### config.mk
export PLATFORM = sky130hd
export DESIGN_NAME = pix_fifo
export DESIGN_NICKNAME = d
export VERILOG_FILES = /design/src/rtl/ycc_pkg.sv /design/src/rtl/pix_fifo.sv
export VERILOG_INCLUDE_DIRS = /design/src /design/src/rtl
export SDC_FILE = /design/constraint.sdc
export NUM_CORES = 1
export LEC_CHECK = 0
export ABC_CLOCK_PERIOD_IN_PS = 3950
export CAP_MARGIN = 20
export CORE_ASPECT_RATIO = 1.2
export CORE_MARGIN = 1.5
export CORE_UTILIZATION = 40
export CTS_CLUSTER_SIZE = 24
export DETAILED_ROUTE_END_ITERATION = 7
export DONT_BUFFER_PORTS = 1
export GPL_ROUTABILITY_DRIVEN = 0
export SYNTH_ARGS = -nofsm -noshare
export SYNTH_HDL_FRONTEND = slang
export SYNTH_SLANG_ARGS = --single-unit
export TNS_END_PERCENT = 50
### constraint.sdc
create_clock -name clk -period 3.95 [get_ports clk]
set_input_delay 1.185 -clock clk [delete_from_list [all_inputs] [get_ports clk]]
set_output_delay 1.185 -clock clk [all_outputs]
set_load 0.05 [all_outputs]
### src/rtl/ycc_cfg.svh
`ifndef YCC_CFG_SVH
`define YCC_CFG_SVH

// sample and pixel widths
`define YCC_SAMPLE_W 16
`define PIX_W 8

// bank depths, y holds four blocks in 4:2:0
`define Y_WORDS 256
`define C_WORDS 64

`define PIX_FIFO_DEPTH 2

// colour coefficients scaled by 2^K_FRAC
`define K_CR_R 5742
`define K_CB_G 1409
`define K_CR_G 2925
`define K_CB_B 7258
`define K_FRAC 12

`endif

### src/rtl/ycc_pkg.sv
`include "ycc_cfg.svh"

package ycc_pkg;

	typedef logic signed [`YCC_SAMPLE_W-1:0] sample_t;

	// one block row, col[0] is the leftmost sample
	typedef struct packed {
		sample_t [7:0] col;
	} ycc_row_t;

	typedef struct packed {
		logic [2:0] blk;
		logic [2:0] row;
		ycc_row_t   data;
	} blk_wr_t;

	typedef enum logic {
		FMT_444,
		FMT_420
	} mcu_fmt_t;

	typedef struct packed {
		logic [3:0] row;
		logic [3:0] col;
	} pix_pos_t;

	// raster index, or its 16x16 position in 4:2:0
	typedef union packed {
		logic [7:0] lin;
		pix_pos_t   pos;
	} pix_idx_u;

	typedef struct packed {
		sample_t y;
		sample_t cb;
		sample_t cr;
	} ycc_pix_t;

	typedef struct packed {
		logic [`PIX_W-1:0] r;
		logic [`PIX_W-1:0] g;
		logic [`PIX_W-1:0] b;
		logic [7:0]        idx;
	} rgb_pix_t;

endpackage

### src/rtl/pix_fifo.sv
`timescale 1ns/100ps
`include "ycc_cfg.svh"

module pix_fifo
	import ycc_pkg::*;
#(
	parameter int DEPTH = `PIX_FIFO_DEPTH
) (
	input  logic     clk,
	input  logic     rst,
	input  logic     wr,
	input  rgb_pix_t din,
	input  logic     rd,
	output rgb_pix_t dout,
	output logic     full,
	output logic     empty
);

	localparam int AW = (DEPTH > 1) ? $clog2(DEPTH) : 1;
	localparam int CW = $clog2(DEPTH + 1);

	rgb_pix_t      mem [DEPTH];
	logic [AW-1:0] wr_ptr;
	logic [AW-1:0] rd_ptr;
	logic [CW-1:0] count;
	logic          wr_en;
	logic          rd_en;

	function automatic logic [AW-1:0] next_ptr(logic [AW-1:0] p);
		return (p == AW'(DEPTH - 1)) ? '0 : p + 1'b1;
	endfunction

	assign empty = count == '0;
	assign full = count == CW'(DEPTH);
	assign rd_en = rd && !empty;
	// a full fifo still takes a write while the head leaves
	assign wr_en = wr && (!full || rd);
	assign dout = mem[rd_ptr];

	always_ff @(posedge clk) begin
		if (rst) begin
			wr_ptr <= '0;
			rd_ptr <= '0;
			count  <= '0;
		end else begin
			if (wr_en)
				wr_ptr <= next_ptr(wr_ptr);
			if (rd_en)
				rd_ptr <= next_ptr(rd_ptr);
			if (wr_en && !rd_en)
				count <= count + 1'b1;
			else if (rd_en && !wr_en)
				count <= count - 1'b1;
		end
	end

	always_ff @(posedge clk) begin
		if (wr_en)
			mem[wr_ptr] <= din;
	end

	assert property (@(posedge clk) disable iff (rst) wr && full |-> rd);
	assert property (@(posedge clk) disable iff (rst) rd |-> !empty);

endmodule

# [After elaboration in Yosys (flattened, before gate mapping)]
# Memory sizes are Yosys's and may differ from the RTL's. A register that Yosys moved wholly into a read port is not among the register bits.
# Index checks and enable logic that the tools add are counted.
[classes] mul=0 n_mux=8 eq_ne=1 n_reduce_logical=11 order_cmp=0 shifts=0 addsub=4 div_mod_pow=0 n_bitwise=0
[op_table] op="$mux W1" n=6
[op_table] op="$logic_and A1 B1 Y1" n=4
[op_table] op="$logic_not A1 Y1" n=4
[op_table] op="$mux W2" n=2
[op_table] op="$add A1 B1 Y1 const B" n=2
[op_table] op="$add A2 B1 Y2 const B" n=1
[op_table] op="$eq A2 B2 Y1 const B" n=1
[op_table] op="$logic_not A2 Y1" n=1
[op_table] op="$reduce_bool A2 Y1" n=1
[op_table] op="$sub A2 B1 Y2 const B" n=1
[op_table] op="$logic_or A1 B1 Y1" n=1
[word_totals] ff_bits=4 memories=1 output_inout_bits=34 rom_bits=0 mem_bits_rw=64 latch_bits=0
[mem_list] memory="mem" words=2 width=32 rd=1 rd_clocked_by_memory_dff=1 write_ports=1 line_no="pix_fifo.sv:22" text="rgb_pix_t mem [DEPTH];"

# [Depth between registers and ports, before layout]
[depth] depth_word=8 mapped_depth=6 mapped_depth_nobuf=6

# [Worst setup path after synthesis]
# Ideal clock, no wire load.
[synth_path] kind="input-to-reg" start="input port rd" end="memory mem[0][0] in the netlist's numbering (enable)" slack_ns=0.655 stages=3 arrival_time_ns=2.870 setup_time_ns=0.425 path_buffers=0 required_time_ns=3.525 path_cell_list="inv_1 a21boi_2 nor2b_1"
[synth_between] elab_chain_len=4
[synth_lines] item="start: declaration" line_no="pix_fifo.sv:13" text="input logic rd,"
[synth_lines] item="$logic_or A1 B1 Y1" line_no="pix_fifo.sv:37" text="assign wr_en = wr && (!full || rd);"
[synth_lines] item="$logic_and A1 B1 Y1" line_no="pix_fifo.sv:37"
[synth_lines] item="net wr_en" line_no="pix_fifo.sv:26" text="logic wr_en;"
[synth_lines] item="$mux W1" line_no="pix_fifo.sv:58" text="if (wr_en)"
[synth_lines] item="$mux W1 (not written as such)" line_no="pix_fifo.sv:59" text="mem[wr_ptr] <= din;"
[synth_lines] item="end: declaration" line_no="pix_fifo.sv:22"
# The timed path passes the listed nets, and every way through them passes these cells.

==> results_dict.tcl <==
set metrics [dict create \
    grt_pass1_vias 1169 \
    fp.dieW_um 75.7 \
    clock_tree.buffer_depth 2 \
    period_needed_ns 3.00 \
    grt_max_degree 33 \
    synth_seq_area_share 0.798 \
    cp_max_fo 13 \
    yosys_warnings 0 \
    grt_use_total 0.126 \
    grt_pass1_wl_um 5830 \
    p_leak_nw 0.941 \
    slowest_stage "dfxtp_1" \
    synth_edf_count 64 \
    dp_hpwl_um 2730 \
    setup_viol 0 \
    die_area_um2 6830 \
    synthArstFlopShare 0 \
    dp_slack_ns 1.17 \
    arrival_ns 1.82 \
    hold_viol_final 0 \
    syn_to_final_growth_pct 11.8 \
    cts_buffers 9 \
    ys_seq_elements 69 \
    cpPeakStageDelay_ns 0.65 \
    synth_most_common_cell "edfxtp_1" \
    setup_tns_ns 0 \
    antenna_found_initial 0 \
    p_per_area_nw_per_um2 743 \
    hp-class "reg -> reg" \
    htreeDepth 3 \
    nets 173 \
    grt_util_met1 0.109 \
    multi_input_area_um2 497 \
    row_count 31 \
    fin_cells 223 \
    max_cap_violations 0 \
    postRouteAntennaNets 0 \
    synthCells 125 \
    path_clk_slew_ns 0.06 \
    grt.overflow.total 0 \
    register_area_um2 2020 \
    drv_slew 0 \
    synth_area_um2 2530 \
    period_share 0.760 \
    use_met2 0.205 \
    cp.required_ns 2.76 \
    wirelength_um 3930 \
    final_core_util 0.466 \
    ctsHoldBuffers 0 \
    start_kind "flip-flop" \
    first_pass_iters 4 \
    ir_drop_mv 0.354 \
    drcViolationCount 0 \
    busiest_layer "met2" \
    worstSetupPathType "reg -> out" \
    synth_top_area_frac 0.758 \
    hold_ws_ns 0.512 \
    die_h_um 90.2 \
    drt_iter0_drc 30 \
    max_freq_mhz 333 \
    ys.flop_type "edfxtp_1" \
    setup_slack_ns 0.949 \
    synth.avg_cell_area_um2 20.3 \
    worst_pin_slew_ns 0.905 \
    post_drt_via_cell_ratio 4.92 \
    fin_worst_skew_ns 0.00718 \
    cts_tree "done" \
    status "finished clean" \
    place_inst 207 \
    cts_sinks 69 \
    synth_cell_type_count 17 \
    cts_setup_buffers 0 \
    use_met3 0.0762 \
    start_util 0.416 \
    clockRootBuffer "clkbuf_8" \
    netlist_top_cells_count "edfxtp_1, mux2_2, dfxtp_1, nor2_1, buf_2" \
    synth_top_area_cell "edfxtp_1" \
    port_buffers 0 \
    crit_chain "buf_4, mux2_1" \
    core_um2 6090 \
    wire_per_inst_um 17.6 \
    fillers 541 \
    synth_fp_nets 162 \
    grt_setup_unrepaired "no" \
    n_antenna_cell 0 \
    synth_area_leaders "edfxtp_1, mux2_2, dfxtp_1" \
    vias 1098 \
    slew_headroom 0.396 \
    drive_gt1_frac 0.355 \
    post_cts_resized 0 \
    clk_latency_ns 0.34 \
    ios 70 \
    cp-end-kind "primary output" \
]
-- worst paths after layout --
kind              from    endpoint  slack (ns)  cells past startpoint
max          flip-flop    dout[23]        0.95                      2
min             rd_ptr      rd_ptr        0.51                      2
max reg2reg   count[0]  mem[1][31]        1.75                      4
min reg2reg     rd_ptr      rd_ptr        0.51                      2
-- routing by layer --
layer	wire length [um]	part of all wire
met3	430	0.11
met1	1290	0.33
met4	86	0.022
met2	2120	0.54
met5	0	0
-- worst max-delay path, delay by kind of cell, from the launching register on --
family,cells,cell delay [ns]
DFF,1,0.65
muxes,1,0.55
buffers and inverters,1,0.29
-- cell type report --
cell class	instances	share of cell area
flip-flops and latches	69	0.713
multi-input cells	51	0.175
clock buffers	9	0.0437
well taps	82	0.0362
clock inverters	7	0.0199
repair buffers	4	0.0106
inverters	1	0.00132
-- flip-flops by register name (all words and copies together) (netlist names), named ones only --
name and flops:
mem 64, count 2, rd_ptr 1, wr_ptr 1
-- cell usage in the layout (no fill, tap or decap) --
master	n
edfxtp_1	64
mux2_2	30
clkbuf_8	9
nor2_1	5
dfxtp_1	5
buf_4	4
mux2_1	3
xor2_1	3
clkinv_1	3
clkinv_2	3
inv_1	1
nor2b_2	1
a21boi_2	1
o21ai_1	1
and2_1	1
nor2b_4	1
nor2b_1	1
o21ai_0	1
or3_1	1
a21oi_1	1
ha_1	1
bufinv_16	1
-- report_power, final --
group / switching (mW) / internal (mW) / total [mW] / leakage, nW
registers: 0.0453 / 0.897 / 0.942 / 0.640
logic: 0.504 / 0.149 / 0.653 / 0.205
clock network: 0.230 / 0.281 / 0.511 / 0.0953
total: 0.779 / 1.33 / 2.11 / 0.941
-- kinds of logic after synthesis --
family | count (synthesis) | synth area share
AOI/OAI and AO/OA | 4 | 0.0104
muxes | 33 | 0.147
DFF | 69 | 0.798
and+or+nand+nor | 10 | 0.0207
adders and majority gates | 1 | 0.00494
buffers and inverters | 5 | 0.00938
xor gates and xnor gates | 3 | 0.0104
-- per-stage QoR --
stage	area [um^2]	power (mW)
floorplan	2530	1.55
global placement	2660	1.61
detailed placement	2660	1.62
CTS	2840	2.14
global route	2840	2.19
finish	2840	2.11
Power figures use the tool's default switching activity.
