$ cat src/rtl/ycc_cfg.svh
`ifndef YCC_CFG_SVH
`define YCC_CFG_SVH

// sample and pixel widths
`define YCC_SAMPLE_W 16
`define PIX_W 8

// bank depths, y holds four blocks in 4:2:0
`define Y_WORDS 256
`define C_WORDS 64

`define PIX_FIFO_DEPTH 2

// colour coefficients scaled by 2^K_FRAC
`define K_CR_R 5742
`define K_CB_G 1409
`define K_CR_G 2925
`define K_CB_B 7258
`define K_FRAC 12

`endif

$ cat src/rtl/ycc_pkg.sv
`include "ycc_cfg.svh"

package ycc_pkg;

	typedef logic signed [`YCC_SAMPLE_W-1:0] sample_t;

	// one block row, col[0] is the leftmost sample
	typedef struct packed {
		sample_t [7:0] col;
	} ycc_row_t;

	typedef struct packed {
		logic [2:0] blk;
		logic [2:0] row;
		ycc_row_t   data;
	} blk_wr_t;

	typedef enum logic {
		FMT_444,
		FMT_420
	} mcu_fmt_t;

	typedef struct packed {
		logic [3:0] row;
		logic [3:0] col;
	} pix_pos_t;

	// raster index, or its 16x16 position in 4:2:0
	typedef union packed {
		logic [7:0] lin;
		pix_pos_t   pos;
	} pix_idx_u;

	typedef struct packed {
		sample_t y;
		sample_t cb;
		sample_t cr;
	} ycc_pix_t;

	typedef struct packed {
		logic [`PIX_W-1:0] r;
		logic [`PIX_W-1:0] g;
		logic [`PIX_W-1:0] b;
		logic [7:0]        idx;
	} rgb_pix_t;

endpackage

$ cat src/rtl/pix_counter.sv
`timescale 1ns/100ps

module pix_counter
	import ycc_pkg::*;
(
	input  logic     clk,
	input  logic     rst,
	input  logic     step,
	input  mcu_fmt_t rd_fmt,
	output pix_idx_u idx,
	output logic     last
);

	logic [7:0] last_idx;

	assign last_idx = (rd_fmt == FMT_420) ? 8'd255 : 8'd63;
	assign last = idx.lin == last_idx;

	always_ff @(posedge clk) begin
		if (rst) begin
			idx.lin <= 8'd0;
		end else if (step) begin
			if (last)
				idx.lin <= 8'd0;
			else
				idx.lin <= idx.lin + 8'd1;
		end
	end

	// format only changes at a swap, when the count sits at 0
	assert property (@(posedge clk) disable iff (rst)
		rd_fmt == FMT_444 |-> idx.lin <= 8'd63);

endmodule

$ cat config.mk
export PLATFORM = sky130hd
export DESIGN_NAME = pix_counter
export DESIGN_NICKNAME = d
export VERILOG_FILES = /design/src/rtl/ycc_pkg.sv /design/src/rtl/pix_counter.sv
export VERILOG_INCLUDE_DIRS = /design/src /design/src/rtl
export SDC_FILE = /design/constraint.sdc
export NUM_CORES = 1
export LEC_CHECK = 0
export BUFFER_PORTS_ARGS = -buffer_cell sky130_fd_sc_hd__buf_2
export CAP_MARGIN = 40
export CORE_AREA = 2 2 39 41
export DETAILED_ROUTE_END_ITERATION = 7
export DIE_AREA = 0 0 41 43
export GPL_TIMING_DRIVEN = 0
export PLACE_DENSITY = 0.49
export SLEW_MARGIN = 20
export SYNTH_ARGS = -nofsm -noshare
export SYNTH_HDL_FRONTEND = slang
export SYNTH_SLANG_ARGS = --single-unit
$ cat constraint.sdc
create_clock -name clk -period 1.7 [get_ports clk]
set_input_delay 0.17 -clock clk [delete_from_list [all_inputs] [get_ports clk]]
set_output_delay 0.17 -clock clk [all_outputs]
set_load 0.02 [all_outputs]
# After elaboration in Yosys (flattened, before gate mapping)

Index checks and enable logic that the tools add are counted.

Input bits: 4
Output and inout port bits: 9
Register bits after elaboration: 8
Logic and storage cells: 5

Eq/ne operators: 1
Mux-type cells: 2
$add $sub $neg: 1

Operators with widths:

| cell                                         | number |
|---|---|
| two-way mux 8 bit                            | 2 |
| adder 8 x 1 -> 8 bit (second input constant) | 1 |
| == test 8 bit                                | 1 |

# Longest topological paths before layout

Word-level depth: 3
Depth in mapped cells: 4
Depth with buffers taken out: 4

# Worst setup path after synthesis

No wires, ideal clock.

Path type: reg2reg
From: register idx[0] (netlist bit)
To: register idx[0] (netlist bit)
Stages on the path, launching flop included: 5
Data required time: 1.543 ns
Data arrival time: 1.532 ns
Period minus slack after synthesis: 1.689 ns
Setup time: 0.157 ns
Buffers on the path: 0
Slack: 0.011 ns
Cells stage by stage: dfxtp_1 > ha_1 > nand2_1 > a211oi_1 > o22ai_1

Word-level cells in the longest chain between the ends: 2
Elaborated cells between the ends (all ways): 3
Those cells by class: add/sub (1); eq/ne (1); mux (1)

RTL lines:

| what              | line              | text |
|---|---|---|
| from (decl)       | pix_counter.sv:10 | `output pix_idx_u idx,` |
| == test 8 bit     | pix_counter.sv:17 | `assign last = idx.lin == last_idx;` |
| net last          | pix_counter.sv:11 | `output logic last` |
| two-way mux 8 bit | pix_counter.sv:23 | `if (last)` |

The timed path passes the listed nets, and every way through them passes these cells.
A chain may end at the register's enable or synchronous reset.

# Final worst setup path

From: register idx[6] (netlist bit)
To: output last

Word-level cells in the longest chain between the ends: 1

RTL lines:

| what          | line |
|---|---|
| == test 8 bit | pix_counter.sv:17 |
| to (decl)     | pix_counter.sv:11 |

Every way passes these cells.

==> results by group <==
Outcome
  – Result of the run: finished clean

Setup path
  – Beginning of the critical path: idx[6]
  – Data arrival time of the critical path: 1.47 ns
  – Delay contributed by the slowest stage of the critical path: about 0.39 ns
  – Slowest CP cell: sky130_fd_sc_hd__or3_4
  – Crit Path Class: register to output pin
  – Req. time, crit path: 1.53 ns
  – Worst reg2reg path startpoint: idx[0]
  – Number of logic stages on the critical path including buffering: 3
  – Sum of buffers and inverters on the critical path: 1
  – Worst-case reg-to-reg path depth: 4
  – Category of the worst setup path capture point: output pin
  – Critical Path Source Type: register
  – Crit Path Max Fanout: 7
  – Top delay family on crit path: simple AND/OR/NAND/NOR gates
  – Cells along the critical path: or3_4 > a211oi_2 > buf_4

Power and ir drop
  – IR Drop Worst-Case VDD: 0.000278 V
  – Total power density per cell area: 772 nW/µm²
  – Leakage: 0.216 nW

Synthesis
  – Synth Warn #: 0
  – Adder-cell share of the synthesized area: under 10%
  – Primary flip-flop cell chosen by synthesis mapping: sky130_fd_sc_hd__dfxtp_1
  – Sequential element share of the synthesized area: 40.0%
  – Number of enable flip-flop cells after synthesis: 0
  – Syn avg cell area: 8.70 µm²
  – Cell count after synthesis: 46
  – Fraction of synthesized area in multiplexers: 2.50%
  – Top area cells in the synthesized netlist: sky130_fd_sc_hd__dfxtp_1, sky130_fd_sc_hd__xor2_1, sky130_fd_sc_hd__nand2_1
  – Combinational family with the most area after synthesis: simple AND/OR/NAND/NOR gates
  – Number of nets in the synthesized netlist: 51
  – Most numerous cell in the Yosys netlist: sky130_fd_sc_hd__dfxtp_1
  – Synthesized-area fraction occupied by xor and xnor cells: 6.56%
  – Synthesized flop and latch total: 8
  – Total standard cell area after synthesis: 400 µm²
  – Post-synth top area cell: sky130_fd_sc_hd__dfxtp_1
  – Share of the synthesized area in compound gates (AO/OA/AOI/OAI): 16.6%
  – Post-synth top cells: sky130_fd_sc_hd__dfxtp_1, sky130_fd_sc_hd__nand2_1, sky130_fd_sc_hd__nor2_1
  – Share of the synthesized area in the top cell type: 40.0%
  – Fraction of the mapped netlist area in simple logic gates: around 30%
  – Async set or reset register ratio after synthesis: 0%
  – Count of different cell masters after synthesis: 22

Finish
  – Count of antenna diodes in the layout: 0
  – Registers with the highest flip-flop counts: idx: 8 flops
  – Final #Nets: 68
  – Synthesis-to-finish area growth: 29.7%
  – Final cell area excluding filler cells: 519 µm²
  – Number of flip-flops in the largest register: 8
  – Register name with the most flops: idx
  – Fraction of final layout cells sized beyond drive strength 1: about a third

Clock network
  – Clk Tree Root Cell: sky130_fd_sc_hd__clkbuf_4
  – Worst-Skew Late Latency: 0.26 ns
  – # H-tree levels: 1
  – CTS tree: built
  – Clock input transition at the sequential cells of the worst setup and hold paths: 0.06 ns
  – Number of sinks on the clock net: 8
  – Largest buffer count on any clock path: 2
  – Total CTS buffers: 3

Min path
  – Class of the tightest hold or removal check: primary input to register
  – Number of cells on the worst hold path: 3
  – Hold path startpoint: step

Floorplan
  – Number of ports placed on the die boundary: 13
  – Total die area: 1760 µm²
  – Die height: 43 µm
  – Core box area: 1380 µm²
  – Starting density of the core: 28.9%
  – Die W: 41 µm
  – Standard-cell row count: 14

STA
  – Count of pins over their slew limit: 0
  – Min setup slack post-route: 0.0646 ns
  – Number of endpoints failing setup at the final stage: 0
  – Tightest Pin Transition: between 0.4 and 0.5 ns
  – TNS Setup: 0 ns
  – Maximum clock frequency: 611 MHz
  – Share of the clock period used by the worst path after layout: 96.2%
  – Worst relative slew slack: 72.0%
  – Worst clock skew: 0.00720 ns
  – Number of hold violations in the final report: 0
  – Time the final worst path needs with I/O delays and setup: about 1.6 ns

Drt
  – DR DRC count: 0
  – Total Wirelength: 872 µm
  – Vias per std cell: 5.14
  – Number of nets with antenna violations after routing: 0
  – TritonRoute pass-1 iters: 3
  – Routed wire per std cell: approximately 11 µm
  – Via count: 396
  – Violation count after the first detailed-routing iteration: 3

Placed design
  – Final HPWL from detailed placement: 634 µm
  – Input/output buffers: 11
  – Weighted congestion at the end of routability-driven global placement: 0.663
  – Standard cell area after detailed placement: around 480 µm²
  – Worst Setup Slack post-DPL: 0.224 ns

Global routing
  – Fraction of met3 tracks used by global routing: 3.14%
  – Via count of the first global-routing pass: 323
  – Total grt overflow: 0
  – Met2 global-route usage: approximately 16%
  – Global-route track usage on met1: roughly 17%
  – Initial antenna violation count: 0
  – Top Usage Layer GRT: met1
  – Total GRT Usage: 12.6%
  – Global-route wire length before repair: 1450 µm
  – Largest net degree at the start of global routing: 10

Run
  – Max-Cap Viols: 0
## cells by family after synthesis
group           Yosys count
fa+ha+maj                 1
flops                     8
simple gates             22
mux                       1
xor+xnor                  3
compound gates            9
buf+inv                   2
## worst min-delay path, delay by kind of cell
kind | cells | cell delay (ns)
buffers and inverters | 1 | 0.15
AND/OR/NAND/NOR | 1 | 0.08
multiplexers | 1 | 0.09
## final timing paths
path | end | slack [ns]
max | last | 0.06
min | idx[1] | 0.26
max reg2reg | idx[6] | 0.22
min reg2reg | idx[7] | 0.52
## repair_timing
item                       in CTS  in global routing
setup buffers                   0                  1
pin swaps                       0                  1
setup endpoints to repair       1                  1
hold buffers                    0                  0
gates resized for setup         1                  3
## routing by layer
metal	share of wire [%]	wire length [µm]	vias to the layer above
met5	0	0	-
met4	3.8	33	0
met3	4.7	41	5
met2	44	384	11
met1	47	413	180
li1	-	-	200
## power by group
part	leakage [nW]	internal, mW	switching (mW)	total (mW)
sequential	0.0654	0.195	0.00904	0.204
combinational	0.137	0.0186	0.0259	0.0445
clock	0.0138	0.0812	0.0712	0.152
## cells in the final DEF (no fill, tap or decap)
master                      n
sky130_fd_sc_hd__nand3_1    3
sky130_fd_sc_hd__o21ai_0    2
sky130_fd_sc_hd__or3_1      1
sky130_fd_sc_hd__nor2_1     5
sky130_fd_sc_hd__nand2b_1   1
sky130_fd_sc_hd__inv_1      1
sky130_fd_sc_hd__o22ai_1    1
sky130_fd_sc_hd__nand2_1    6
sky130_fd_sc_hd__nand4_2    1
sky130_fd_sc_hd__ha_1       1
sky130_fd_sc_hd__or4_1      2
sky130_fd_sc_hd__mux2i_1    1
sky130_fd_sc_hd__xor2_1     3
sky130_fd_sc_hd__a31oi_1    1
sky130_fd_sc_hd__clkbuf_1   1
sky130_fd_sc_hd__dfxtp_2    1
sky130_fd_sc_hd__a221oi_2   1
sky130_fd_sc_hd__or3b_2     1
sky130_fd_sc_hd__buf_4      2
sky130_fd_sc_hd__buf_2     10
sky130_fd_sc_hd__o221ai_1   1
sky130_fd_sc_hd__clkbuf_4   3
sky130_fd_sc_hd__or3_4      1
sky130_fd_sc_hd__nand4_1    1
sky130_fd_sc_hd__a211oi_1   1
sky130_fd_sc_hd__a21oi_1    1
sky130_fd_sc_hd__a211oi_2   1
sky130_fd_sc_hd__dfxtp_1    7
## layout make-up
cell class	instances	area, µm²
fill	151	865
multi-input combinational	36	243
sequential	8	161
timing repair buffer	12	65.1
clock buffer	3	22.5
tap	16	20.0
buffer	1	3.75
inverter	1	3.75
## metrics by stage
step                      utilization (%)  hold WS (ns)  instances  power [mW]
after floorplan                         -         0.322         46       0.234
after global placement               34.4         0.523         73       0.250
after detailed placement             34.4         0.528         73       0.250
after CTS                            36.3         0.267         76       0.400
after global routing                 37.5         0.310         77       0.420
final                                37.5         0.258         77       0.401
Power figures use the tool's default switching activity.
