$ cat src/rtl/ycc_cfg.svh
`ifndef YCC_CFG_SVH
`define YCC_CFG_SVH

// sample and pixel widths
`define YCC_SAMPLE_W 16
`define PIX_W 8

// bank depths, y holds four blocks in 4:2:0
`define Y_WORDS 256
`define C_WORDS 64

`define PIX_FIFO_DEPTH 2

// colour coefficients scaled by 2^K_FRAC
`define K_CR_R 5742
`define K_CB_G 1409
`define K_CR_G 2925
`define K_CB_B 7258
`define K_FRAC 12

`endif

$ cat src/rtl/ycc_pkg.sv
`include "ycc_cfg.svh"

package ycc_pkg;

	typedef logic signed [`YCC_SAMPLE_W-1:0] sample_t;

	// one block row, col[0] is the leftmost sample
	typedef struct packed {
		sample_t [7:0] col;
	} ycc_row_t;

	typedef struct packed {
		logic [2:0] blk;
		logic [2:0] row;
		ycc_row_t   data;
	} blk_wr_t;

	typedef enum logic {
		FMT_444,
		FMT_420
	} mcu_fmt_t;

	typedef struct packed {
		logic [3:0] row;
		logic [3:0] col;
	} pix_pos_t;

	// raster index, or its 16x16 position in 4:2:0
	typedef union packed {
		logic [7:0] lin;
		pix_pos_t   pos;
	} pix_idx_u;

	typedef struct packed {
		sample_t y;
		sample_t cb;
		sample_t cr;
	} ycc_pix_t;

	typedef struct packed {
		logic [`PIX_W-1:0] r;
		logic [`PIX_W-1:0] g;
		logic [`PIX_W-1:0] b;
		logic [7:0]        idx;
	} rgb_pix_t;

endpackage

$ cat src/rtl/mcu_out_fsm.sv
`timescale 1ns/100ps

module mcu_out_fsm
	import ycc_pkg::*;
(
	input  logic     clk,
	input  logic     rst,
	input  logic     mcu_done,
	input  mcu_fmt_t mcu_fmt,
	input  logic     last,
	input  logic     fifo_full,
	output logic     ycc_ready,
	output logic     rd_bank,
	output mcu_fmt_t rd_fmt,
	output logic     step
);

	typedef enum logic {
		IDLE,
		DRAIN
	} state_t;

	state_t state;
	logic   wr_full;
	logic   bank_full;
	logic   rd_free;
	logic   swap;

	assign step = (state == DRAIN) && !fifo_full;

	// mcu_done already counts on the edge that registers it
	assign bank_full = wr_full || mcu_done;
	// read side frees up on the final step of a drain
	assign rd_free = (state == IDLE) || (step && last);
	assign swap = bank_full && rd_free;

	assign ycc_ready = !wr_full;

	always_ff @(posedge clk) begin
		if (rst) begin
			state   <= IDLE;
			wr_full <= 1'b0;
			rd_bank <= 1'b0;
			rd_fmt  <= FMT_444;
		end else begin
			wr_full <= bank_full && !swap;
			if (swap) begin
				state   <= DRAIN;
				rd_bank <= !rd_bank;
				rd_fmt  <= mcu_fmt;
			end else if (step && last) begin
				state <= IDLE;
			end
		end
	end

	//----------------------------------------------------------
	// upstream must wait for a free write bank
	assert property (@(posedge clk) disable iff (rst) mcu_done |-> ycc_ready);

	// the counter rests at 0 between drains
	assert property (@(posedge clk) disable iff (rst) state == IDLE |-> !last);

endmodule

$ cat config.mk
export PLATFORM = sky130hd
export DESIGN_NAME = mcu_out_fsm
export DESIGN_NICKNAME = d
export VERILOG_FILES = /design/src/rtl/ycc_pkg.sv /design/src/rtl/mcu_out_fsm.sv
export VERILOG_INCLUDE_DIRS = /design/src /design/src/rtl
export SDC_FILE = /design/constraint.sdc
export NUM_CORES = 1
export LEC_CHECK = 0
export BUFFER_PORTS_ARGS = -buffer_cell sky130_fd_sc_hd__buf_2
export CAP_MARGIN = 20
export CORE_AREA = 2 2 39 41
export CTS_CLUSTER_DIAMETER = 120
export DETAILED_ROUTE_END_ITERATION = 6
export DIE_AREA = 0 0 41 43
export PLACE_DENSITY = 0.3
export SLEW_MARGIN = 20
export SYNTH_ARGS = -nofsm -noshare
export SYNTH_HDL_FRONTEND = slang
export SYNTH_SLANG_ARGS = --single-unit
export TNS_END_PERCENT = 1
$ cat constraint.sdc
create_clock -name clk -period 1.5 [get_ports clk]
set_input_delay 0.15 -clock clk [delete_from_list [all_inputs] [get_ports clk]]
set_output_delay 0.15 -clock clk [all_outputs]
set_load 0.02 [all_outputs]
Yosys cells after proc, flatten, opt, wreduce, memory -nomap -nowiden
Index checks and enable logic that the tools add are counted.
{"block": "word_totals", "ram_bits": 0, "inputBits": 6, "latch_bits": 0, "register_bits": 4, "memories": 0, "output_inout_bits": 4, "mem_bits_ro": 0, "wordCells": 18}
{"block": "op_classes", "bitwise": 1, "n_mul": 0, "div_mod_pow": 0, "add_sub_neg": 0, "order_cmp": 0, "n_shift": 0, "reduce_logical": 11, "n_mux": 2, "n_eq_ne": 0}
{"op": "logical AND 1 bit", "n": 4}
{"op": "logical NOT 1 bit", "n": 4}
{"op": "logical OR 1 bit", "n": 2}
{"op": "two-way mux 1 bit", "n": 2}
{"op": "nonzero test 2 bit", "n": 1}
{"op": "NOT 1 bit", "n": 1}

Longest topological paths before layout
Gate-level depths: netlist of the first run.
{"block": "depth", "word_depth": 7, "mapped_depth": 3, "mapped_depth_nobuf": 3}

Worst setup path before layout of the first run
Ideal clock, no wire load.
{"block": "synth_timing", "path_kind": "register to register", "from": "reg wr_full", "to": "reg rd_bank", "setup_time_ns": 0.121, "path_stages_with_launch": 4, "t_required_ns": 1.379, "arrival_ns": 0.800, "slack_ns": 0.579, "path_buffers": 0, "synth_period_minus_slack_ns": 0.921, "cell_sequence": "dfxtp_1 -> nor2_2 -> a21oi_4 -> mux2_4"}
{"block": "synth_between", "elab_chain_cells": 2}
{"item": "start, declared", "line": "mcu_out_fsm.sv:24", "text": "logic wr_full;"}
{"item": "start signal, assigned", "line": "mcu_out_fsm.sv:46", "text": "wr_full <= bank_full && !swap;"}
{"item": "logical OR 1 bit", "line": "mcu_out_fsm.sv:32", "text": "assign bank_full = wr_full || mcu_done;"}
{"item": "logical AND 1 bit", "line": "mcu_out_fsm.sv:35", "text": "assign swap = bank_full && rd_free;"}
{"item": "end signal, assigned", "line": "mcu_out_fsm.sv:49", "text": "rd_bank <= !rd_bank;"}
{"item": "end, declared", "line": "mcu_out_fsm.sv:13", "text": "output logic rd_bank,"}
No other way between the ends.
A chain may end at the register's enable or synchronous reset.

Worst setup path after layout of the first run
{"block": "layout_timing", "from": "reg state", "to": "out step"}
{"block": "layout_between", "elab_chain_cells": 1}
{"item": "start, declared", "line": "mcu_out_fsm.sv:23", "text": "state_t state;"}
{"item": "start signal, assigned", "line": "mcu_out_fsm.sv:41", "text": "state <= IDLE;"}
{"item": "start signal, assigned", "line": "mcu_out_fsm.sv:48", "text": "state <= DRAIN;"}
{"item": "start signal, assigned", "line": "mcu_out_fsm.sv:52", "text": "state <= IDLE;"}
{"item": "logical AND 1 bit", "line": "mcu_out_fsm.sv:29", "text": "assign step = (state == DRAIN) && !fifo_full;"}
{"item": "end, declared", "line": "mcu_out_fsm.sv:15", "text": "output logic step"}
No other way between the ends.

==> impl_metrics.yaml, run 1 <==
yosys:
  syn-num-nets: 24
  ys_seq_area_share_pct: 42.1
  yosys.cell_count.top_type: "dfxtp_1"
  synthFlopType: "dfxtp_1"
  synth_top_area_share_pct: 42.1
  yosys-top-cells-area: "dfxtp_1 (42%), a21oi_4 (8.6%), mux2_4 (7.9%), nand2b_4 (7.2%), nand2b_1 (6.6%)"
  syn_area_um2: 190
  syn-instance-count: 18
  synth_cell_types: 14
  synth-edff-count: 0
  yosys.area.top_type: "dfxtp_1"
  async_flop_share_pct: 0
  synth_commonest_cells: "dfxtp_1 (4), nand2b_1 (2)"
  ys_warn_count: 0
  synth-seq-cells: 4
  syn_avg_cell_area_um2: 10.6
place:
  dp.cells: 43
  gp_congestion: 0.604
  dp_slack_ns: 0.500
  io_buffers: 9
route:
  antenna_left: 0
  drt-pass1-iter-count: 2
  wl_um: 356
  met2_length_um: 177
  top_layer: "met3"
  vias: 159
  wl_per_cell_um: 7.74
  vias_per_cell: 3.46
  met3_length_um: 42
  drtIter0Drc: 2
  met1_length_um: 136
  drc: 0
global_routing:
  grt_pass1_wl_um: 662
  grt_usage_pct: 6.73
  grt_max_degree: 7
  antenna_found_initial: 0
  grt_pass1_vias: 180
  gr-total-overflow: 0
sta:
  worst_pin_slew_ns: 0.193
  finClkSkew_ns: 0.00579
  hold_violations: 0
  fmax_mhz: 938
  relSlewSlack_pct: 87.1
  period_needed_ns: 1.07
  fin_ws_ns: 0.433
  fin_tns_setup_ns: 0
  period_share_pct: 71.1
  setup_viol: 0
  rsz0062_at_grt: "no"
  hold_ws_ns: 0.132
  report.final.slew_viol_count: 0
setup_path:
  reg2reg_from: "wr_full$_SDFF_PP0_"
  crit_type: "reg -> out"
  cp-start-kind: "register"
  startpoint: "state$_SDFFE_PP0P_"
  cp-end-kind: "output port"
  required_ns: 1.35
  critPathMaxFanout: 3
  arrival_ns: 0.92
cts:
  numCtsBuffers: 3
  cts_root_buf: "clkbuf_4"
  postCtsSetupRepairBufs: 0
  cts_resized: 0
  path_clk_slew_ns: 0.04
  clock-sinks: 4
  ctsHoldBuffers: 0
  cts_tree: "done"
  cts_max_path_buffers: 2
  h-tree-depth: 1
  worstSkewPairLatency_ns: 0.24
power:
  power.switching_mw: 0.0803
  ir_worst_vdd_v: 0.000357
  seqPwrFrac_pct: 38.7
  p_leak_nw: 0.129
  power.internal_mw: 0.232
  combPwrFrac_pct: 17.1
  sw_frac_of_total_pct: 25.7
  power_per_cell_area_nw_per_um2: 1120
  finalPower_mw: 0.312
  clkPwrFrac_pct: 44.1
final_layout:
  drive_above_1_share_pct: 56.7
  finalNetCount: 38
  nFillCells: 156
  multi_input_area_um2: 106
  syn2layout_area_growth_pct: 46.1
  fin_cells: 46
  antenna_cells: 0
  register_area_um2: 80.1
die:
  pin_count: 10
  die_h_um: 43
  die_w_um: 41
  rows: 14
  start_util_pct: 13.7
  core_area_um2: 1380
  die-area_um2: 1760
outcome:
  outcome: "complete, no violations"
flow_run:
  max_cap_violations: 0
min_path:
  min_path_type: "in -> reg"
  hold_start: "rst"
-- power groups by stage --
stage	Sequential, mW	Combinational [mW]	Clock [mW]
6_report	0.121	0.0536	0.138
5_1_grt	0.122	0.0599	0.159
2_1_floorplan	0.129	0.0295	0
4_1_cts	0.121	0.0545	0.147
3_3_place_gp	0.123	0.0542	0
3_5_place_dp	0.123	0.0544	0
-- routing by layer --
metal	up-vias	global-route usage [%]
met3	0	9.42
met5	-	0
met4	0	4.00
li1	84	-
met2	6	8.44
met1	69	5.14
-- through the flow --
step	area, µm²	utilization (%)
3_5_place_dp	255	18.4
5_1_grt	278	20.1
4_1_cts	278	20.1
3_3_place_gp	255	18.4
2_1_floorplan	190	-
6_report	278	20.1
-- path summary, 6_finish.rpt --
| check | to | slack (ns) | cells past startpoint |
|---|---|---|---|
| worst min register to register | rd_fmt$_SDFFE_PP0P_ | 0.47 | 2 |
| worst max register to register | rd_bank$_SDFFE_PP0P_ | 0.55 | 3 |
| worst min-delay path | state$_SDFFE_PP0P_ | 0.13 | 2 |
| worst max-delay path | step | 0.43 | 2 |
-- critical path, cell delays in order (launching register included) --
cell and delay, ns:
dfxtp_1 0.37, and2b_2 0.15, buf_2 0.15
-- logic make-up after synthesis --
| logic type | count (synthesis) | share of synthesized area (%) |
|---|---|---|
| AOI/OAI and AO/OA | 2 | 11.2 |
| buffers and inverters | 1 | 1.97 |
| DFF | 4 | 42.1 |
| muxes | 2 | 13.2 |
| and+or+nand+nor | 9 | 31.6 |
-- layout by cell type (no fill, tap or decap) --
cell	netlist	layout
mux2i_1	1	1
nor3_1	1	1
nand2b_1	2	2
mux2_4	1	1
nand2_1	1	1
clkbuf_4	0	3
a21oi_1	1	1
inv_1	1	1
nor2b_1	1	1
nor2_1	1	1
buf_2	0	9
a21oi_4	1	1
and2b_2	1	1
nor2_2	1	1
nand2b_4	1	1
dfxtp_1	4	4
-- state kept, by name (all words and copies together) (netlist names) --
name	count
rd_bank	1
rd_fmt	1
state	1
wr_full	1
-- area by class of cell --
| class | instances | share of cell area [%] |
|---|---|---|
| Multi-Input combinational cell | 13 | 38.3 |
| Sequential cell | 4 | 28.8 |
| Timing Repair Buffer | 9 | 16.2 |
| Clock buffer | 3 | 8.11 |
| Tap cell | 16 | 7.21 |
| Inverter | 1 | 1.35 |
Power figures use the tool's default switching activity.
==> run 2, diff against run 1 <==
clock period = 1 ns   (was 1.5 ns; I/O delays follow)
==> impl_metrics.yaml, run 2 (synthesis gave the netlist of run 1 again) <==
global_routing:
  grt_max_degree: 7
  antenna_found_initial: 0
  grt_pass1_wl_um: 572
  grt_usage_pct: 5.23
  grt_pass1_vias: 152
  gr-total-overflow: 0
setup_path:
  cp-start-kind: "register"
  critPathMaxFanout: 3
  arrival_ns: 0.89
  cpMaxStageDelayCell: "dfxtp_2"
  cpPeakStageDelay_ns: 0.33
  path_cells: "and2b_2, buf_2"
  cp-end-kind: "output port"
  crit_type: "reg -> out"
  required_ns: 0.90
sta:
  fin_ws_ns: 0.0141
  fmax_mhz: 1010
  hold_violations: 0
  setup_viol: 0
  worst_pin_slew_ns: 0.194
  period_needed_ns: 0.986
  report.final.slew_viol_count: 0
  period_share_pct: 98.6
  finClkSkew_ns: 0.00256
  relSlewSlack_pct: 87.1
  rsz0062_at_grt: "yes"
die:
  core_area_um2: 1380
  die_w_um: 41
  pin_count: 10
  die_h_um: 43
  start_util_pct: 13.7
  die-area_um2: 1760
  rows: 14
cts:
  worstSkewPairLatency_ns: 0.23
  postCtsSetupRepairBufs: 0
  numCtsBuffers: 3
  clock-sinks: 4
  cts_tree: "done"
  h-tree-depth: 1
  cts_root_buf: "clkbuf_4"
  path_clk_slew_ns: 0.04
  cts_max_path_buffers: 2
final_layout:
  mostFrequentLayoutCells: "buf_2 (9), clkbuf_4 (3), nand2b_1 (2), dfxtp_1 (2), dfxtp_2 (2)"
  antenna_cells: 0
  mostFrequentLayoutCell: "buf_2"
  nFillCells: 159
  syn2layout_area_growth_pct: 47.4
  finalNetCount: 38
  fin_cells: 46
  finalInstanceArea_um2: 280
  drive_above_1_share_pct: 63.3
flow_run:
  max_cap_violations: 0
place:
  io_buffers: 9
  gp_congestion: 0.623
  placed_area_um2: 255
  hpwl_um: 287
  dp.cells: 43
  dp_slack_ns: 0.0435
route:
  vias: 162
  drtIter0Drc: 0
  antenna_left: 0
  drt-pass1-iter-count: 1
  vias_per_cell: 3.52
  wl_per_cell_um: 7.26
  wl_um: 334
  drc: 0
power:
  p_leak_nw: 0.130
  ir_worst_vdd_v: 0.000660
  finalPower_mw: 0.453
  power_per_cell_area_nw_per_um2: 1620
min_path:
  min_path_type: "in -> reg"
outcome:
  outcome: "complete, no violations"
-- run 2: worst max-delay path: cells and delay by family, from the launching register on --
family | cells | cell delay, ns
DFF | 1 | 0.33
and+or+nand+nor | 1 | 0.18
buffers and inverters | 1 | 0.15
-- run 2: metrics by stage --
step	utilization [%]	hold slack (ns)	TNS [ns]
2_1_floorplan	-	0.169	0
3_3_place_gp	18.4	0.336	0
3_5_place_dp	18.4	0.332	0
4_1_cts	20.2	0.0792	0
5_1_grt	20.3	0.0950	-0.0173
6_report	20.3	0.0819	0
-- run 2: repair_timing --
item                                   4_1_cts  5_1_grt
pin swaps                                    0        0
gates resized for setup                      1        1
setup endpoints to repair                    1        2
endpoints found under the hold margin        0        0
hold buffers                                 0        0
gates cloned                                 0        0
-- run 2: layer usage --
layer / share of wire [%] / global-route usage [%]
met1: 43 / 5.81
met2: 51 / 5.94
met3: 6.0 / 3.14
met4: 0 / 6.00
met5: 0 / 0
-- run 2: layout make-up --
class	instances	area [µm²]	area share (%)
Timing Repair Buffer	9	45.0	16.1
Inverter	1	3.75	1.34
Sequential cell	4	82.6	29.5
Clock buffer	3	22.5	8.04
Multi-Input combinational cell	13	106	37.9
Tap cell	16	20.0	7.14
-- run 2: final timing paths --
kind	startpoint	end	slack (ns)	cells past startpoint
max reg2reg	wr_full$_SDFF_PP0_	rd_bank$_SDFFE_PP0P_	0.05	3
min reg2reg	rd_fmt$_SDFFE_PP0P_	rd_fmt$_SDFFE_PP0P_	0.47	2
max	state$_SDFFE_PP0P_	step	0.01	2
min	rst	state$_SDFFE_PP0P_	0.08	2
-- run 2: report_power, final --
part,switching [mW],total (mW),internal (mW)
combinational,0.0408,0.0813,0.0405
sequential,0.00837,0.182,0.174
clock,0.0561,0.190,0.134
total,0.105,0.453,0.348
