===== src/rtl/ycc_cfg.svh =====
`ifndef YCC_CFG_SVH
`define YCC_CFG_SVH

// sample and pixel widths
`define YCC_SAMPLE_W 16
`define PIX_W 8

// bank depths, y holds four blocks in 4:2:0
`define Y_WORDS 256
`define C_WORDS 64

`define PIX_FIFO_DEPTH 2

// colour coefficients scaled by 2^K_FRAC
`define K_CR_R 5742
`define K_CB_G 1409
`define K_CR_G 2925
`define K_CB_B 7258
`define K_FRAC 12

`endif


===== src/rtl/ycc_pkg.sv =====
`include "ycc_cfg.svh"

package ycc_pkg;

	typedef logic signed [`YCC_SAMPLE_W-1:0] sample_t;

	// one block row, col[0] is the leftmost sample
	typedef struct packed {
		sample_t [7:0] col;
	} ycc_row_t;

	typedef struct packed {
		logic [2:0] blk;
		logic [2:0] row;
		ycc_row_t   data;
	} blk_wr_t;

	typedef enum logic {
		FMT_444,
		FMT_420
	} mcu_fmt_t;

	typedef struct packed {
		logic [3:0] row;
		logic [3:0] col;
	} pix_pos_t;

	// raster index, or its 16x16 position in 4:2:0
	typedef union packed {
		logic [7:0] lin;
		pix_pos_t   pos;
	} pix_idx_u;

	typedef struct packed {
		sample_t y;
		sample_t cb;
		sample_t cr;
	} ycc_pix_t;

	typedef struct packed {
		logic [`PIX_W-1:0] r;
		logic [`PIX_W-1:0] g;
		logic [`PIX_W-1:0] b;
		logic [7:0]        idx;
	} rgb_pix_t;

endpackage


===== src/rtl/ycc_to_rgb.sv =====
`timescale 1ns/100ps
`include "ycc_cfg.svh"

module ycc_to_rgb
	import ycc_pkg::*;
(
	input  ycc_pix_t          ycc,
	output logic [`PIX_W-1:0] r,
	output logic [`PIX_W-1:0] g,
	output logic [`PIX_W-1:0] b
);

	// coefficients fit in K_BITS
	localparam int K_BITS = 14;
	localparam int P_W = `YCC_SAMPLE_W + K_BITS;
	localparam int S_W = P_W - `K_FRAC + 2;

	typedef logic signed [P_W-1:0] prod_t;
	typedef logic signed [S_W-1:0] sum_t;

	// constant multiply as a sum of shifted samples
	function automatic prod_t mul_k(sample_t x, int unsigned k);
		prod_t xe;
		prod_t acc;
		xe = x;
		acc = '0;
		for (int i = 0; i < K_BITS; i++) begin
			if (k[i])
				acc = acc + (xe <<< i);
		end
		return acc;
	endfunction

	function automatic logic [`PIX_W-1:0] clamp(sum_t v);
		if (v < 0)
			return '0;
		else if (v > 255)
			return '1;
		else
			return v[`PIX_W-1:0];
	endfunction

	sum_t cr_r;
	sum_t cb_g;
	sum_t cr_g;
	sum_t cb_b;
	sum_t base;

	// arithmetic shift gives floor
	assign cr_r = sum_t'(mul_k(ycc.cr, `K_CR_R) >>> `K_FRAC);
	assign cb_g = sum_t'(mul_k(ycc.cb, `K_CB_G) >>> `K_FRAC);
	assign cr_g = sum_t'(mul_k(ycc.cr, `K_CR_G) >>> `K_FRAC);
	assign cb_b = sum_t'(mul_k(ycc.cb, `K_CB_B) >>> `K_FRAC);

	assign base = sum_t'(ycc.y) + sum_t'(128);

	assign r = clamp(base + cr_r);
	assign g = clamp(base - cb_g - cr_g);
	assign b = clamp(base + cb_b);

endmodule


===== config.mk =====
export PLATFORM = sky130hd
export DESIGN_NAME = ycc_to_rgb
export DESIGN_NICKNAME = d
export VERILOG_FILES = /design/src/rtl/ycc_pkg.sv /design/src/rtl/ycc_to_rgb.sv
export VERILOG_INCLUDE_DIRS = /design/src /design/src/rtl
export SDC_FILE = /design/constraint.sdc
export NUM_CORES = 1
export LEC_CHECK = 0
export BUFFER_PORTS_ARGS = -buffer_cell sky130_fd_sc_hd__buf_2
export CORE_MARGIN = 2
export CORE_UTILIZATION = 59
export DETAILED_ROUTE_END_ITERATION = 8
export MAX_ROUTING_LAYER = met4
export PLACE_DENSITY_LB_ADDON = 0.1
export SLEW_MARGIN = 20
export SYNTH_ARGS = -nofsm -noshare
export SYNTH_HDL_FRONTEND = slang
export SYNTH_SLANG_ARGS = --single-unit

===== constraint.sdc =====
create_clock -name vclk -period 11.33
set_input_delay 2.266 -clock vclk [all_inputs]
set_output_delay 2.266 -clock vclk [all_outputs]
set_load 0.005 [all_outputs]

## After elaboration in Yosys (flattened, before gate mapping)

Cells that the tools add are included.

- Add/subtract/negate cells: 28
- Magnitude comparators: 6
- Mux-type cells: 6

Operators with widths:

| cell | number |
|---|---|
| 20-bit by 9-bit greater-than comparator with 1-bit output, second input constant | 3 |
| 20-bit by 1-bit less-than comparator with 1-bit output, second input constant | 3 |
| 8-bit two-way mux | 6 |
| 22-bit by 22-bit adder with 23-bit output | 2 |
| 20-bit by 21-bit adder with 22-bit output | 2 |
| 19-bit by 19-bit adder with 20-bit output | 2 |
| 17-bit by 17-bit adder with 18-bit output | 2 |
| 27-bit by 28-bit adder with 29-bit output | 1 |
| 28-bit by 28-bit adder with 29-bit output | 1 |
| 26-bit by 27-bit adder with 28-bit output | 1 |
| 27-bit by 27-bit adder with 28-bit output | 1 |
| 23-bit by 26-bit adder with 27-bit output | 1 |
| 25-bit by 26-bit adder with 27-bit output | 1 |
| 26-bit by 26-bit adder with 27-bit output | 1 |
| 23-bit by 25-bit adder with 26-bit output | 1 |
| 25-bit by 25-bit adder with 26-bit output | 1 |
| 23-bit by 24-bit adder with 25-bit output | 1 |
| 24-bit by 24-bit adder with 25-bit output | 1 |
| 16-bit by 23-bit adder with 24-bit output | 1 |
| 21-bit by 22-bit adder with 23-bit output | 1 |
| 20-bit by 20-bit adder with 21-bit output | 1 |
| 17-bit by 19-bit adder with 20-bit output | 1 |
| 16-bit by 18-bit adder with 19-bit output | 1 |
| 17-bit by 18-bit adder with 19-bit output | 1 |
| other kinds (3) | 3 |

- Register bits after elaboration: 0
- Output and inout port bits: 24
- Logic and storage cells: 40

## Longest topological paths before layout

Gate-level depths: netlist of run 1.

- Depth in word-level cells: 11
- Mapped depth: 36

## Worst setup path before layout of run 1

Ideal clock, no wire load.

- Path type: input to output
- Start point: in ycc[20] in the netlist's numbering
- End point: out b[0]
- Arrival time: 9.591 ns
- Required time: 9.064 ns
- Slack: -0.527 ns
- Stages on the path: 34
- Buffers on the path: 0
- Cell sequence: inv_1 fa_1 inv_1 fa_1 fa_1 ha_1 a21o_1 a21o_1 a21oi_1 o21bai_1 a221o_1 a31oi_4 o211ai_2 a31oi_4 xnor2_1 fa_1 inv_1 ha_1 and2_1 a22o_1 o21bai_1 o21a_1 o21ai_0 xor2_1 ha_1 inv_1 nor2_1 o211ai_1 o21ai_0 a2111oi_0 nand3_1 a31o_2 nor4_4 a21oi_1

- Word-level cells in the longest chain between the ends: 10
- Elaborated cells between the ends (all ways): 11

Ends and longest elaborated chain:

| element | line | RTL |
|---|---|---|
| start: declaration | ycc_to_rgb.sv:7 | `input ycc_pix_t ycc,` |
| 17-bit by 19-bit adder with 20-bit output | ycc_to_rgb.sv:29 | `acc = acc + (xe <<< i);` |
| 20-bit by 20-bit adder with 21-bit output | ycc_to_rgb.sv:29 |  |
| 21-bit by 22-bit adder with 23-bit output | ycc_to_rgb.sv:29 |  |
| 23-bit by 26-bit adder with 27-bit output | ycc_to_rgb.sv:29 |  |
| 27-bit by 27-bit adder with 28-bit output | ycc_to_rgb.sv:29 |  |
| 28-bit by 28-bit adder with 29-bit output * | ycc_to_rgb.sv:29 |  |
| 17-bit by 17-bit adder with 18-bit output * | ycc_to_rgb.sv:59 | `assign b = clamp(base + cb_b);` |
| 20-bit by 9-bit greater-than comparator with 1-bit output | ycc_to_rgb.sv:37 | `else if (v > 255)` |
| 8-bit two-way mux | ycc_to_rgb.sv:37 |  |
| 8-bit two-way mux * | ycc_to_rgb.sv:35 | `if (v < 0)` |
| end: declaration | ycc_to_rgb.sv:10 | `` output logic [`PIX_W-1:0] b `` |

Mark *: on every way between the ends. The rest lies on a longest branch, timed or not.

## Worst setup path in the final report of run 1

- Start point: in ycc[21] in the netlist's numbering
- End point: out b[1]

The elaborated chain is that of the path after synthesis.

==> impl_metrics.json, run 1 <==
{
  "cpMostUsedCell": "fa_1",
  "fin_ws_ps": -488,
  "fin_cells": 1953,
  "period_share": 1.04,
  "routed_via_density": 5.56,
  "start_util": 0.604,
  "drive_above_1_share": 0.316,
  "dieArea_sq_mm": 0.0220,
  "synth_area_sq_mm": 0.0123,
  "crit_path_max_incr_delay_ps": 530,
  "yosysTopAreaCellShare": 0.343,
  "grt_busiest_layer": "met2",
  "arrival_ps": 9550,
  "slew_headroom": 0.504,
  "yosysWarnings": 0,
  "synth_top_area_cell": "fa_1",
  "hold_class": "input port to primary output",
  "synth_cell_types": 75,
  "ant_nets": 0,
  "cts_hold_buf": 0,
  "grtUsageMet1": 0.396,
  "synth.area.top_cells": "fa_1 34%, ha_1 23%, inv_1 7.9%, xnor2_1 4.8%, a21oi_1 4.0%",
  "die_x_um": 148,
  "slew_violations": 0,
  "crit_required_ps": 9060,
  "routed_wirelength_um": 33000,
  "regArea_sq_um": 0,
  "synthToLayoutAreaGrowth_pct": 30.0,
  "cp_max_fo": 8,
  "synth_nets": 1830,
  "grt_max_degree": 14,
  "track_usage": 0.308,
  "die_h_um": 148,
  "syn_inst": 1343,
  "ys_seq_area_frac": 0,
  "drtIter0Drc": 367,
  "end_kind": "primary output",
  "grt_pass1_wl_um": 53500,
  "drc_errors": 0,
  "hold_viol_final": 0,
  "rsz0062_at_grt": "true",
  "drtPass1Iterations": 5,
  "post-place-ws_ps": -710,
  "nNetsFinal": 2171,
  "grt_pass1_vias": 11300,
  "fp-row-count": 52,
  "ios": 72,
  "wl_per_cell_um": 16.9,
  "tightest_slew_ps": 737,
  "met3_usage": 0.0101,
  "violations": "setup timing",
  "vias": 10900,
  "io_buffers": 72,
  "dpl.hpwl_um": 27100,
  "grt_use_met2": 0.558,
  "syn_avg_cell_area_sq_um": 9.13,
  "maxCapViolations": 0,
  "max_freq_mhz": 84.6,
  "status": "finished with violations",
  "slowest_stage": "fa_1",
  "finalSetupViolCount": 16,
  "critPathLaunchType": "input port",
  "fp.coreArea_sq_mm": 0.0203,
  "post-route-min-period_ps": 11820,
  "dpl.cell_count": 1900,
  "whs_path_depth": 4,
  "seq_cells": 0,
  "antenna_found_initial": 1,
  "critPathKind": "input port to primary output",
  "clkbuf_count": 0,
  "globalplace.congestion": 0.932,
  "grt-ovfl-total": 0,
  "holdWs_ps": 5120
}
## area by class of cell
cell class         instances  area (sq um)
diodes                     1          2.50
fillers                 1395          4350
inverters                257           983
multi-input cells       1081         12000
well taps                270           338
repair buffers           344          2580
## through the flow
| step | utilization | TNS (ps) | instance area (sq um) |
|---|---|---|---|
| after floorplan | - | -805 | 12300 |
| after global placement | 0.723 | -9590 | 14700 |
| after detailed placement | 0.723 | -10520 | 14700 |
| after CTS | 0.759 | -4770 | 15400 |
| after global routing | 0.786 | -10130 | 16000 |
| final | 0.786 | -4480 | 16000 |
## critical path, delay by kind of cell
family / cells / cell delay (ps)
xor gates and xnor gates: 2 / 330
and+or+nand+nor: 5 / 540
AOI/OAI and AO/OA: 13 / 2490
buffers and inverters: 11 / 1060
adders and majority gates: 7 / 2850
## cell usage in the layout, fill, tap and decap left out, drive strengths merged, types with 6 or more instances in the layout
cell type,instances
nor4,9
nand2,43
a31oi,10
nand2b,16
buf,343
a21o,25
nor2,62
a21oi,101
nor3,26
o21ai,47
o21a,27
nor2b,13
fa,210
o211ai,6
ha,229
inv,254
nand4,12
or2,7
xor2,33
a211oi,11
xnor2,67
o21bai,20
nand3,18
and3,7
## per-layer routing
metal	wire (um)	share of wire	vias to the layer above
li1	-	-	5236
met1	14100	0.43	5370
met2	17300	0.52	220
met3	1170	0.036	33
met4	476	0.014	0
met5	0	0	-
## Yosys cell counts (4+ instances only)
library cell and instances:
a211oi_1 11, a21o_1 25, a21oi_1 99, a31oi_1 7, and2_1 5, and3_1 7
fa_1 210, ha_1 229, inv_1 257, mux2_2 4, mux2i_1 5, nand2_1 43
nand2b_1 16, nand3_1 18, nand4_1 12, nor2_1 61, nor2b_1 13, nor3_1 25
nor4_1 8, o211ai_1 5, o21a_1 27, o21ai_0 41, o21ai_1 4, o21bai_1 20
o31a_1 5, or2_2 7, or3_1 5, xnor2_1 67, xor2_1 33
## kinds of logic after synthesis
kind of cell / count (synthesis) / synth area share
xor gates and xnor gates: 100 / 0.0714
buffers and inverters: 262 / 0.0803
and+or+nand+nor: 235 / 0.0996
muxes: 9 / 0.00775
adders and majority gates: 439 / 0.576
AOI/OAI and AO/OA: 298 / 0.165
## what timing repair did
item,4_1_cts,5_1_grt
resized for setup,126,90
endpoints found under the setup margin,16,24
buffers inserted,31,21
pin swaps,102,83
## worst paths after layout
check	from	to	slack [ps]
setup / recovery	ycc[21]	b[1]	-490
hold / removal	ycc[33]	g[0]	5120
Power of run 1 is not shown: default switching activity piles up to over one toggle a cycle in this logic, so the estimate is an artifact.
==> run 2, diff against run 1 <==
--- a/config.mk
+++ b/config.mk
@@ -10,7 +10,6 @@
 export CORE_MARGIN = 2
 export CORE_UTILIZATION = 59
 export DETAILED_ROUTE_END_ITERATION = 8
-export MAX_ROUTING_LAYER = met4
 export PLACE_DENSITY_LB_ADDON = 0.1
 export SLEW_MARGIN = 20
 export SYNTH_ARGS = -nofsm -noshare
==> impl_metrics.json, run 2 (same netlist as run 1, synthesis figures left out) <==
{
  "grt_max_degree": 14,
  "start_util": 0.604,
  "dpl.hpwl_um": 27800,
  "cpMostUsedCell": "buf_4",
  "max_freq_mhz": 83.8,
  "dpl.cell_count": 1907,
  "rsz0062_at_grt": "true",
  "grt-ovfl-total": 0,
  "cp_max_fo": 8,
  "cts_hold_buf": 0,
  "arrival_ps": 9660,
  "regArea_sq_um": 0,
  "grtUsageMet1": 0.393,
  "grt_pass1_vias": 11500,
  "antenna_found_initial": 0,
  "grt_pass1_wl_um": 53900,
  "layout_common_cells": "254 x buf_4, 233 x inv_1, 209 x ha_1, 202 x fa_1",
  "die_x_um": 148,
  "holdWs_ps": 5120,
  "post-place-ws_ps": -799,
  "vias": 10900,
  "critPathLaunchType": "input port",
  "ant_nets": 0,
  "track_usage": 0.301,
  "finalSetupViolCount": 8,
  "drive_above_1_share": 0.304,
  "diodes": 0,
  "dieArea_sq_mm": 0.0220,
  "place_area_sq_mm": 0.0147,
  "grt_use_met2": 0.554,
  "fp.coreArea_sq_mm": 0.0203,
  "status": "finished with violations",
  "slowest_stage": "fa_1",
  "met3_usage": 0.0153,
  "final_common_cell": "buf_4",
  "globalplace.congestion": 0.909,
  "wl_per_cell_um": 16.9,
  "hold_viol_final": 0,
  "die_h_um": 148,
  "io_buffers": 72,
  "routed_wirelength_um": 33000,
  "drc_errors": 0,
  "maxCapViolations": 0,
  "nNetsFinal": 2171,
  "final_area_sq_mm": 0.0159,
  "critPathKind": "input port to primary output",
  "slew_violations": 0,
  "drtIter0Drc": 381,
  "synthToLayoutAreaGrowth_pct": 29.3,
  "fp-row-count": 52,
  "fin_ws_ps": -598,
  "end_kind": "primary output",
  "drtPass1Iterations": 5,
  "period_share": 1.05,
  "routed_via_density": 5.56,
  "slew_headroom": 0.478,
  "clkbuf_count": 0,
  "cp_num_buf_inv": 15,
  "hold_class": "input port to primary output",
  "crit_path_max_incr_delay_ps": 550,
  "post-route-min-period_ps": 11930,
  "fin_cells": 1952,
  "crit_required_ps": 9060,
  "tightest_slew_ps": 777,
  "ios": 72,
  "grt_busiest_layer": "met2",
  "path_delay_family": "adder cells",
  "seq_cells": 0,
  "violations": "setup timing"
}
run 2: cell count changes in the layout (fill, tap and decap cells not counted), moves of 3 or more:
cell,delta
fa_1,+8
buf_4,+3
a21oi_1,-5
inv_2,-7
fa_2,-8
ha_1,+8
ha_4,-6
a21oi_4,+3
inv_1,+7
o21ai_0,-3
nor2_1,+4
nor2_2,-3
run 2: cell type report:
cell class / instances / area, sq um
Timing Repair Buffer: 344 / 2560
Multi-Input combinational cell: 1081 / 12000
Fill cell: 1422 / 4440
Tap cell: 270 / 338
Inverter: 257 / 983
run 2: worst paths after layout:
kind,startpoint,endpoint,slack [ps],depth (start not counted)
max,ycc[22],b[3],-600,40
min,ycc[33],g[0],5120,4
run 2: repair_timing:
| item | in CTS | in global routing |
|---|---|---|
| resized for setup | 111 | 80 |
| setup endpoints to repair | 24 | 24 |
| setup buffers | 33 | 13 |
| pin swaps | 86 | 63 |
run 2: per-stage QoR:
| step | utilization | setup TNS, ps |
|---|---|---|
| after floorplan | - | -805 |
| after global placement | 0.726 | -9330 |
| after detailed placement | 0.726 | -10630 |
| after CTS | 0.762 | -3980 |
| after global routing | 0.781 | -8750 |
| final | 0.781 | -4710 |
run 2: metal layers:
layer / vias up / routed length (um)
met5: - / 0
met4: 0 / 939
met3: 61 / 1140
met2: 222 / 17000
met1: 5349 / 13900
li1: 5230 / -
run 2: tightest hold or removal path, cell delays in order:
cell     delay (ps)
buf_2           190
xnor2_1         220
a21oi_2          60
buf_2           120
Power of run 2 is left out for the same reason.
